`src/hdl/tpu_ctrl_types_pkg.sv`:
```
package tpu_ctrl_types_pkg;

    // ====================
    // host command widths
    // ====================

    // these are fixed by the 64-bit host command format
    // and do not scale with the array width

    // scratchpad address, same width for all four operand regions
    typedef logic [9:0] addr_t;

    // length fields of the command word
    typedef logic [7:0] len_t;

    // raw command word as it arrives from the host
    typedef logic [63:0] cmd_word_t;

    // field sizes, handy for layout checks
    localparam int addr_bits = $bits(addr_t);
    localparam int len_bits  = $bits(len_t);
    localparam int cmd_bits  = $bits(cmd_word_t);

    // four addresses and three lengths fill the word exactly
    localparam int cmd_used_bits = 4 * addr_bits + 3 * len_bits;

endpackage

```
`src/hdl/tpu_ctrl_cmd_pkg.sv`:
```
package tpu_ctrl_cmd_pkg;

    // ====================
    // command layout
    // ====================

    // addr_c is reserved, len_m is carried but unused
    typedef struct packed {
        tpu_ctrl_types_pkg::addr_t addr_d;
        tpu_ctrl_types_pkg::addr_t addr_c;
        tpu_ctrl_types_pkg::addr_t addr_b;
        tpu_ctrl_types_pkg::addr_t addr_a;
        tpu_ctrl_types_pkg::len_t  len_n;
        tpu_ctrl_types_pkg::len_t  len_k;
        tpu_ctrl_types_pkg::len_t  len_m;
    } command_t;

    // ====================
    // stage hand-offs
    // ====================

    // scheduler to activation stage
    typedef struct packed {
        tpu_ctrl_types_pkg::addr_t addr_a;
        tpu_ctrl_types_pkg::addr_t addr_d;
    } act_task_t;

    // weight memory read port
    typedef struct packed {
        logic                      rd_en;
        tpu_ctrl_types_pkg::addr_t rd_addr;
    } weight_rd_t;

    // activation read port plus core strobes
    typedef struct packed {
        logic                      rd_en;
        tpu_ctrl_types_pkg::addr_t rd_addr;
        logic                      valid;
        logic                      switch;
        logic                      psum_valid;
    } act_ctrl_t;

    typedef enum logic [1:0] {
        idle,
        load,
        gap
    } sched_state_t;

endpackage

```
`src/hdl/cmd_fifo.sv`:
```
`timescale 1ns/1ps

module cmd_fifo #(
    parameter int fifo_depth = 4
) (
    input  logic                          clk,
    input  logic                          rst,
    input  logic                          cmd_valid,
    input  tpu_ctrl_types_pkg::cmd_word_t cmd_data,
    input  logic                          pop,
    output logic                          cmd_ready,
    output tpu_ctrl_cmd_pkg::command_t    head,
    output logic                          empty
);

    localparam int ptr_w = (fifo_depth > 1) ? $clog2(fifo_depth) : 1;
    localparam int cnt_w = $clog2(fifo_depth + 1);

    tpu_ctrl_types_pkg::cmd_word_t mem [fifo_depth];

    logic [ptr_w-1:0] wr_ptr;
    logic [ptr_w-1:0] rd_ptr;
    logic [cnt_w-1:0] count;
    logic             push;
    logic             do_pop;

    assign cmd_ready = (count != cnt_w'(fifo_depth));
    assign empty     = (count == '0);
    assign push      = cmd_valid && cmd_ready;
    assign do_pop    = pop && !empty;
    assign head      = tpu_ctrl_cmd_pkg::command_t'(mem[rd_ptr]);

    always_ff @(posedge clk) begin
        if (push) begin
            mem[wr_ptr] <= cmd_data;
        end
    end

    // pointers wrap at fifo_depth, which need not be a power of two
    always_ff @(posedge clk) begin
        if (rst) begin
            wr_ptr <= '0;
            rd_ptr <= '0;
            count  <= '0;
        end else begin
            if (push) begin
                wr_ptr <= (wr_ptr == ptr_w'(fifo_depth - 1)) ? '0 : wr_ptr + 1'b1;
            end
            if (do_pop) begin
                rd_ptr <= (rd_ptr == ptr_w'(fifo_depth - 1)) ? '0 : rd_ptr + 1'b1;
            end
            case ({push, do_pop})
                2'b10:   count <= count + 1'b1;
                2'b01:   count <= count - 1'b1;
                default: count <= count;
            endcase
        end
    end

endmodule

```
`src/hdl/weight_scheduler.sv`:
```
`timescale 1ns/1ps

module weight_scheduler #(
    parameter int array_width    = 16,
    parameter int wb_queue_depth = 4
) (
    input  logic                             clk,
    input  logic                             rst,
    input  tpu_ctrl_cmd_pkg::command_t       head,
    input  logic                             empty,
    input  logic                             act_active,
    input  logic                             wb_active,
    input  logic                             credit_return,
    output logic                             pop,
    output logic                             act_start,
    output tpu_ctrl_cmd_pkg::act_task_t      act_task,
    output tpu_ctrl_cmd_pkg::weight_rd_t     weight_rd,
    output logic                             weight_accept,
    output logic [$clog2(array_width)-1:0]   weight_index,
    output logic                             busy,
    output logic [array_width-1:0]           row_mask,
    output logic [array_width-1:0]           col_mask
);

    localparam int idx_w    = $clog2(array_width);
    localparam int credit_w = $clog2(wb_queue_depth + 1);

    tpu_ctrl_cmd_pkg::sched_state_t state;

    logic [idx_w-1:0]          beat;
    logic [credit_w-1:0]       credits;
    logic                      start;
    tpu_ctrl_types_pkg::addr_t rd_addr;
    tpu_ctrl_types_pkg::len_t  len_k;
    tpu_ctrl_types_pkg::len_t  len_n;

    // a start needs a queued command and a free writeback slot
    assign start = !empty && (credits != '0) && (state != tpu_ctrl_cmd_pkg::load);
    assign pop   = start;

    // hand-off happens in the gap cycle after each weight burst
    assign act_start = (state == tpu_ctrl_cmd_pkg::gap);

    assign weight_rd.rd_en   = (state == tpu_ctrl_cmd_pkg::load);
    assign weight_rd.rd_addr = rd_addr;

    // ====================
    // control FSM
    // ====================
    always_ff @(posedge clk) begin
        if (rst) begin
            state <= tpu_ctrl_cmd_pkg::idle;
            beat  <= '0;
        end else begin
            case (state)
                tpu_ctrl_cmd_pkg::idle: begin
                    if (start) begin
                        state <= tpu_ctrl_cmd_pkg::load;
                    end
                    beat <= '0;
                end
                tpu_ctrl_cmd_pkg::load: begin
                    if (beat == idx_w'(array_width - 1)) begin
                        state <= tpu_ctrl_cmd_pkg::gap;
                        beat  <= '0;
                    end else begin
                        beat <= beat + 1'b1;
                    end
                end
                tpu_ctrl_cmd_pkg::gap: begin
                    // back-to-back commands skip idle
                    state <= start ? tpu_ctrl_cmd_pkg::load : tpu_ctrl_cmd_pkg::idle;
                    beat  <= '0;
                end
                default: begin
                    state <= tpu_ctrl_cmd_pkg::idle;
                    beat  <= '0;
                end
            endcase
        end
    end

    // weights are read top row first
    always_ff @(posedge clk) begin
        if (start) begin
            rd_addr         <= head.addr_b + tpu_ctrl_types_pkg::addr_t'(array_width - 1);
            act_task.addr_a <= head.addr_a;
            act_task.addr_d <= head.addr_d;
        end else if (weight_rd.rd_en) begin
            rd_addr <= rd_addr - 1'b1;
        end
    end

    // lengths of the most recently started command
    always_ff @(posedge clk) begin
        if (rst) begin
            len_k <= '0;
            len_n <= '0;
        end else if (start) begin
            len_k <= head.len_k;
            len_n <= head.len_n;
        end
    end

    // ====================
    // credits
    // ====================
    always_ff @(posedge clk) begin
        if (rst) begin
            credits <= credit_w'(wb_queue_depth);
        end else begin
            case ({start, credit_return})
                2'b10:   credits <= credits - 1'b1;
                2'b01:   credits <= credits + 1'b1;
                default: credits <= credits;
            endcase
        end
    end

    // core side strobes trail the read by one cycle
    always_ff @(posedge clk) begin
        if (rst) begin
            weight_accept <= 1'b0;
            weight_index  <= '0;
        end else begin
            weight_accept <= weight_rd.rd_en;
            if (weight_rd.rd_en) begin
                weight_index <= idx_w'(array_width - 1) - beat;
            end
        end
    end

    assign busy = !empty || (state != tpu_ctrl_cmd_pkg::idle) || act_active || wb_active
                  || (credits != credit_w'(wb_queue_depth));

    // thermometer masks, lengths past the array width saturate
    always_comb begin
        row_mask = '0;
        col_mask = '0;
        for (int i = 0; i < array_width; i++) begin
            if (busy && (i < int'(len_k))) begin
                row_mask[i] = 1'b1;
            end
            if (busy && (i < int'(len_n))) begin
                col_mask[i] = 1'b1;
            end
        end
    end

endmodule

```
`src/hdl/activation_sequencer.sv`:
```
`timescale 1ns/1ps

module activation_sequencer #(
    parameter int array_width = 16
) (
    input  logic                        clk,
    input  logic                        rst,
    input  logic                        act_start,
    input  tpu_ctrl_cmd_pkg::act_task_t act_task,
    output tpu_ctrl_cmd_pkg::act_ctrl_t act_ctrl,
    output logic                        act_active,
    output logic                        wb_push,
    output tpu_ctrl_types_pkg::addr_t   wb_addr
);

    localparam int idx_w = $clog2(array_width);

    logic                      active;
    logic [idx_w-1:0]          beat;
    logic                      rd_en_q;
    logic                      first_beat;
    tpu_ctrl_types_pkg::addr_t rd_addr;
    tpu_ctrl_types_pkg::addr_t addr_d;

    assign first_beat = active && (beat == '0);

    // ====================
    // burst control
    // ====================
    always_ff @(posedge clk) begin
        if (rst) begin
            active  <= 1'b0;
            beat    <= '0;
            rd_en_q <= 1'b0;
        end else begin
            rd_en_q <= active;
            if (act_start) begin
                active <= 1'b1;
                beat   <= '0;
            end else if (active) begin
                if (beat == idx_w'(array_width - 1)) begin
                    active <= 1'b0;
                    beat   <= '0;
                end else begin
                    beat <= beat + 1'b1;
                end
            end
        end
    end

    // input rows read in ascending order
    always_ff @(posedge clk) begin
        if (act_start) begin
            rd_addr <= act_task.addr_a;
            addr_d  <= act_task.addr_d;
        end else if (active) begin
            rd_addr <= rd_addr + 1'b1;
        end
    end

    assign act_ctrl.rd_en   = active;
    assign act_ctrl.rd_addr = rd_addr;

    // weights swap into the array as the new burst begins
    assign act_ctrl.switch = first_beat;

    // data and partial sums arrive one cycle after the read
    assign act_ctrl.valid      = rd_en_q;
    assign act_ctrl.psum_valid = rd_en_q;

    // destination goes to writeback as the burst starts
    assign wb_push = first_beat;
    assign wb_addr = addr_d;

    assign act_active = active || rd_en_q;

endmodule

```
`src/hdl/writeback_tracker.sv`:
```
`timescale 1ns/1ps

module writeback_tracker #(
    parameter int array_width    = 16,
    parameter int wb_queue_depth = 4
) (
    input  logic                      clk,
    input  logic                      rst,
    input  logic                      wb_push,
    input  tpu_ctrl_types_pkg::addr_t wb_addr,
    input  logic                      core_writeback_valid,
    output tpu_ctrl_types_pkg::addr_t wr_addr_d,
    output logic                      wb_active,
    output logic                      done_irq,
    output logic                      credit_return
);

    localparam int qp_w  = (wb_queue_depth > 1) ? $clog2(wb_queue_depth) : 1;
    localparam int qc_w  = $clog2(wb_queue_depth + 1);
    localparam int row_w = $clog2(array_width);

    tpu_ctrl_types_pkg::addr_t queue_mem [wb_queue_depth];

    logic [qp_w-1:0]  wr_ptr;
    logic [qp_w-1:0]  rd_ptr;
    logic [qc_w-1:0]  count;
    logic             active;
    logic [row_w-1:0] rows;
    logic             load_task;
    logic             row_in;
    logic             done;

    assign load_task = !active && (count != '0);
    assign row_in    = active && core_writeback_valid;

    // ====================
    // destination queue
    // ====================
    always_ff @(posedge clk) begin
        if (wb_push) begin
            queue_mem[wr_ptr] <= wb_addr;
        end
    end

    always_ff @(posedge clk) begin
        if (rst) begin
            wr_ptr <= '0;
            rd_ptr <= '0;
            count  <= '0;
        end else begin
            if (wb_push) begin
                wr_ptr <= (wr_ptr == qp_w'(wb_queue_depth - 1)) ? '0 : wr_ptr + 1'b1;
            end
            if (load_task) begin
                rd_ptr <= (rd_ptr == qp_w'(wb_queue_depth - 1)) ? '0 : rd_ptr + 1'b1;
            end
            case ({wb_push, load_task})
                2'b10:   count <= count + 1'b1;
                2'b01:   count <= count - 1'b1;
                default: count <= count;
            endcase
        end
    end

    // ====================
    // row counting
    // ====================
    always_ff @(posedge clk) begin
        if (rst) begin
            active <= 1'b0;
            rows   <= '0;
            done   <= 1'b0;
        end else begin
            done <= 1'b0;
            if (load_task) begin
                active <= 1'b1;
                rows   <= '0;
            end else if (row_in) begin
                rows <= rows + 1'b1;
                // last result row of this task
                if (rows == row_w'(array_width - 1)) begin
                    active <= 1'b0;
                    done   <= 1'b1;
                end
            end
        end
    end

    always_ff @(posedge clk) begin
        if (load_task) begin
            wr_addr_d <= queue_mem[rd_ptr];
        end else if (row_in) begin
            wr_addr_d <= wr_addr_d + 1'b1;
        end
    end

    // one freed slot per finished task
    assign done_irq      = done;
    assign credit_return = done;
    assign wb_active     = active || (count != '0);

endmodule

```
`src/hdl/tpu_ctrl.sv`:
```
`timescale 1ns/1ps

module tpu_ctrl #(
    parameter int array_width    = 16,
    parameter int fifo_depth     = 4,
    parameter int wb_queue_depth = 4
) (
    input  logic                           clk,
    input  logic                           rst,
    input  logic                           cmd_valid,
    input  tpu_ctrl_types_pkg::cmd_word_t  cmd_data,
    input  logic                           core_writeback_valid,
    output logic                           cmd_ready,
    output logic                           busy,
    output logic                           done_irq,
    output tpu_ctrl_cmd_pkg::weight_rd_t   weight_rd,
    output logic                           weight_accept,
    output logic [$clog2(array_width)-1:0] weight_index,
    output tpu_ctrl_cmd_pkg::act_ctrl_t    act_ctrl,
    output tpu_ctrl_types_pkg::addr_t      wr_addr_d,
    output logic [array_width-1:0]         row_mask,
    output logic [array_width-1:0]         col_mask
);

    tpu_ctrl_cmd_pkg::command_t  fifo_head;
    logic                        fifo_empty;
    logic                        pop;
    logic                        act_start;
    tpu_ctrl_cmd_pkg::act_task_t act_task;
    logic                        act_active;
    logic                        wb_push;
    tpu_ctrl_types_pkg::addr_t   wb_addr;
    logic                        wb_active;
    logic                        credit_return;

    cmd_fifo #(
        .fifo_depth (fifo_depth)
    ) i_cmd_fifo (
        .clk       (clk),
        .rst       (rst),
        .cmd_valid (cmd_valid),
        .cmd_data  (cmd_data),
        .pop       (pop),
        .cmd_ready (cmd_ready),
        .head      (fifo_head),
        .empty     (fifo_empty)
    );

    weight_scheduler #(
        .array_width    (array_width),
        .wb_queue_depth (wb_queue_depth)
    ) i_weight_scheduler (
        .clk           (clk),
        .rst           (rst),
        .head          (fifo_head),
        .empty         (fifo_empty),
        .act_active    (act_active),
        .wb_active     (wb_active),
        .credit_return (credit_return),
        .pop           (pop),
        .act_start     (act_start),
        .act_task      (act_task),
        .weight_rd     (weight_rd),
        .weight_accept (weight_accept),
        .weight_index  (weight_index),
        .busy          (busy),
        .row_mask      (row_mask),
        .col_mask      (col_mask)
    );

    activation_sequencer #(
        .array_width (array_width)
    ) i_activation_sequencer (
        .clk        (clk),
        .rst        (rst),
        .act_start  (act_start),
        .act_task   (act_task),
        .act_ctrl   (act_ctrl),
        .act_active (act_active),
        .wb_push    (wb_push),
        .wb_addr    (wb_addr)
    );

    writeback_tracker #(
        .array_width    (array_width),
        .wb_queue_depth (wb_queue_depth)
    ) i_writeback_tracker (
        .clk                  (clk),
        .rst                  (rst),
        .wb_push              (wb_push),
        .wb_addr              (wb_addr),
        .core_writeback_valid (core_writeback_valid),
        .wr_addr_d            (wr_addr_d),
        .wb_active            (wb_active),
        .done_irq             (done_irq),
        .credit_return        (credit_return)
    );

endmodule

```
`config.mk`:
```
export PLATFORM = sky130hd
export DESIGN_NAME = tpu_ctrl
export DESIGN_NICKNAME = d
export VERILOG_FILES = /design/src/hdl/tpu_ctrl_types_pkg.sv /design/src/hdl/tpu_ctrl_cmd_pkg.sv /design/src/hdl/cmd_fifo.sv /design/src/hdl/weight_scheduler.sv /design/src/hdl/activation_sequencer.sv /design/src/hdl/writeback_tracker.sv /design/src/hdl/tpu_ctrl.sv
export SDC_FILE = /design/constraint.sdc
export NUM_CORES = 1
export LEC_CHECK = 0
export BUFFER_PORTS_ARGS = -buffer_cell sky130_fd_sc_hd__clkbuf_2
export CORE_MARGIN = 3
export CORE_UTILIZATION = 35
export CTS_CLUSTER_DIAMETER = 100
export DETAILED_ROUTE_END_ITERATION = 6
export PLACE_DENSITY_LB_ADDON = 0.15
export SKIP_CTS_REPAIR_TIMING = 1
export SLEW_MARGIN = 20
export SYNTH_ARGS = -nofsm -noshare
export SYNTH_HDL_FRONTEND = slang
export SYNTH_SLANG_ARGS = --single-unit
```
`constraint.sdc`:
```
create_clock -name clk -period 2.84 [get_ports clk]
set_input_delay 0.71 -clock clk [delete_from_list [all_inputs] [get_ports clk]]
set_output_delay 0.71 -clock clk [all_outputs]
set_load 0.05 [all_outputs]
```
==> impl_results.md <==
- First DRT Iteration DRCs: between 400 and 500
- Fin. max-slew vios: 0
- Synth cell types: 47
- Fraction of power spent switching nets: 0.4183
- Critical-path top delay cell: or3_1
- DIE AREA: roughly 42000 sq um
- Vias/cell: 4.833
- Initial antenna violation count: 2
- WP data required: approximately 2.1 ns
- WL/cell: 17.60 um
- Ys flop type: edfxtp_1
- IO Port Bufs: approximately 120
- CP Launch Type: flop
- Pin count of the biggest net entering global routing: 34
- Worst-path clk slew: approximately 0.06 ns
- Worst hold slack: 0.4145 ns
- Fin crit period: roughly 2.7 ns
- CTS Buffer Depth: 3
- Vias in the first global route: roughly 7600
- Total number of vias: 7520
- Largest fanout on the critical path: 33
- Row count: 71
- Grt ovf: 0
- Worst setup margin: about 0.11 ns
- #FFs+latches synth: 344
- Worst vdd ir: between 1 and 1.5 mV
- Max_cap viols: 0
- Clock Skews: approximately 0.019 ns
- Die width: between 200 and 250 um
- DIE HEIGHT: a little over 200 um
- Most frequent cells in the layout: edfxtp_1, clkbuf_2, nand2_1, dfxtp_1
- Syn_nets: around 970
- P_sw: between 8 and 9 mW
- CTS tree: done
- Drt drc: 0
- Seq/Total Area, Yosys: 0.7076
- Max-slew headroom: 0.5102
- # IOs: 143
- Clock net sink count: 344
- Status: finished clean
- First-pass iteration count of the detailed router: 4
- Setup TNS Final: 0 ns
- Slack of the worst reg-to-reg path: 0.32 ns
- Final period utilization: 0.9626
- P&R area growth vs syn: 18.04%
- CP Capture Type: output port
- Fmax: between 300 and 400 MHz
- Buffers & Inverters on Critical Path: 2
- Antenna-violating nets left: 0
- Delay-heaviest family, CP: simple AND/OR/NAND/NOR gates
- # diodes: 0
- Final Hold Viols: 0
- FFs w/ async S/R, synth: 0
- Internal Power: approximately 12 mW
- Fill count: roughly 3500
- RePlAce Congestion: 0.7448
- Net count, final: roughly 1100
- Comb pwr share: 0.413
- Starting Density: 0.3600
- Worst min-delay path class: in2reg
- # H-tree levels: 2
- Detail Placement HPWL: between 15000 and 20000 um
- Critical path's largest stage delay: 0.45 ns
- DP Worst Slack: 0.3213 ns
- WL final: about 27000 um
- Layout cell share with drive strength beyond 1: 0.2651
- Tot GR Track Use: 0.1332
- Finish-stage setup viols: 0
- Cell breakdown of the critical path: or3_1 > nor2_2 > buf_12 > nor2_1 > clkbuf_2
- First-pass GRT wire length: approximately 43000 um
- PwrDens: between 1000 and 1500 nW/um^2
- Critical Path AT: 2.02 ns
- Number of synthesized flops with an enable pin: roughly 280
- Latest clock arrival within the worst-skew pair: ~0.52 ns
- Sequential Power Share: 0.356
- Synth warnings: 0
- RSZ-0062 raised after global routing: false
- Mapped cell area: 13750 sq um
- Syn Area/Cell: 15.73 sq um
- Commonest non-fill, non-tap cell in the layout: edfxtp_1
- CTS Buf Count: 38
- Critical path class: reg2out
- Pleak: roughly 5.6 nW
- Core footprint: between 30000 and 40000 sq um
- Root buffer cell: clkbuf_16
- Worst-Margin Slew: around 0.73 ns
- Mapped Cells: just under 900
- Clock network power share: 0.231
## Yosys cell counts (7+ instances only)
cell type / n / area, sq um
nor3_1: 22 / 110.1
dfxtp_1: 60 / 1201
nand4_1: 7 / 43.79
xnor2_1: 10 / 87.58
nand3_1: 20 / 100.1
ha_1: 21 / 262.8
o21ai_0: 29 / 145.1
nor2_1: 51 / 191.4
edfxtp_1: 284 / 8528
nand2_1: 73 / 274.0
and3_1: 7 / 43.79
xor2_1: 26 / 227.7
clkbuf_1: 31 / 116.4
mux2i_1: 7 / 70.07
a21oi_1: 51 / 255.2
mux4_2: 51 / 1149
or3_1: 10 / 62.56
inv_1: 25 / 93.84
a31oi_1: 8 / 50.05
## logic make-up (layout without fill, tap and decap cells)
logic type | after synthesis | in the layout | synth area share
AO/OA/AOI/OAI | 103 | 103 | 0.04304
XOR/XNOR | 36 | 36 | 0.02293
adder cells (fa/ha/maj) | 24 | 24 | 0.02348
buffers and inverters | 73 | 244 | 0.02266
flip-flops | 344 | 344 | 0.7076
multiplexers | 67 | 67 | 0.1015
AND/OR/NAND/NOR | 227 | 227 | 0.07889
## sequential cells by signal (all words and copies together) (netlist names), 8 cells and up, named ones only
name,count
i_weight_scheduler.act_task,20
i_weight_scheduler.len_k,8
i_writeback_tracker.queue_mem,40
i_weight_scheduler.rd_addr,10
i_cmd_fifo.mem,184
i_weight_scheduler.len_n,8
i_writeback_tracker.wr_addr_d,10
i_activation_sequencer.wb_addr,10
i_activation_sequencer.rd_addr,10
## metrics by stage
step / utilization / power [mW] / instance area, sq um / instances
CTS: 0.4239 / 20.15 / 16190 / 1556
global route: 0.4249 / 21.11 / 16230 / 1556
floorplan: - / 13.36 / 13750 / 874
finish: 0.4249 / 19.92 / 16230 / 1556
detailed placement: 0.3932 / 15.45 / 15020 / 1488
global placement: 0.3932 / 15.45 / 15020 / 1488
## cell type report
cell class / instances / area [sq um] / area share
clock buffers: 54 / 1082 / 0.06668
multi-input cells: 457 / 3746 / 0.2308
flip-flops and latches: 344 / 9734 / 0.5997
repair buffers: 149 / 835.8 / 0.05149
inverters: 27 / 101.3 / 0.006244
clock inverters: 14 / 92.59 / 0.005704
well taps: 511 / 639.4 / 0.03939
## layer usage
| layer | vias to the layer above | wire (um) | global-route usage |
|---|---|---|---|
| met5 | - | 34 | 0 |
| met4 | 4 | 418 | 0.03465 |
| met3 | 38 | 1240 | 0.03042 |
| met2 | 125 | 13520 | 0.2187 |
| met1 | 3727 | 12180 | 0.1798 |
| li1 | 3626 | - | - |
## worst paths after layout
| path | startpoint | end | cells after the start |
|---|---|---|---|
| setup / recovery | i_cmd_fifo.count[2] | col_mask[15] | 5 |
| hold / removal | cmd_data[14] | i_cmd_fifo.mem[0][14] | 1 |
| setup reg to reg | i_cmd_fifo.count[2] | i_weight_scheduler.credits[2] | 9 |
| hold reg to reg | i_weight_scheduler.act_task[4] | i_activation_sequencer.wb_addr[4] | 0 |
## power groups by stage
stage	logic (mW)	registers, mW	clock network (mW)
floorplan	5.88	7.48	0
global placement	8.27	7.18	0
detailed placement	8.27	7.19	0
CTS	8.28	7.09	4.77
global route	8.91	7.21	4.99
finish	8.23	7.09	4.60
(Power assumes the default switching activity.)
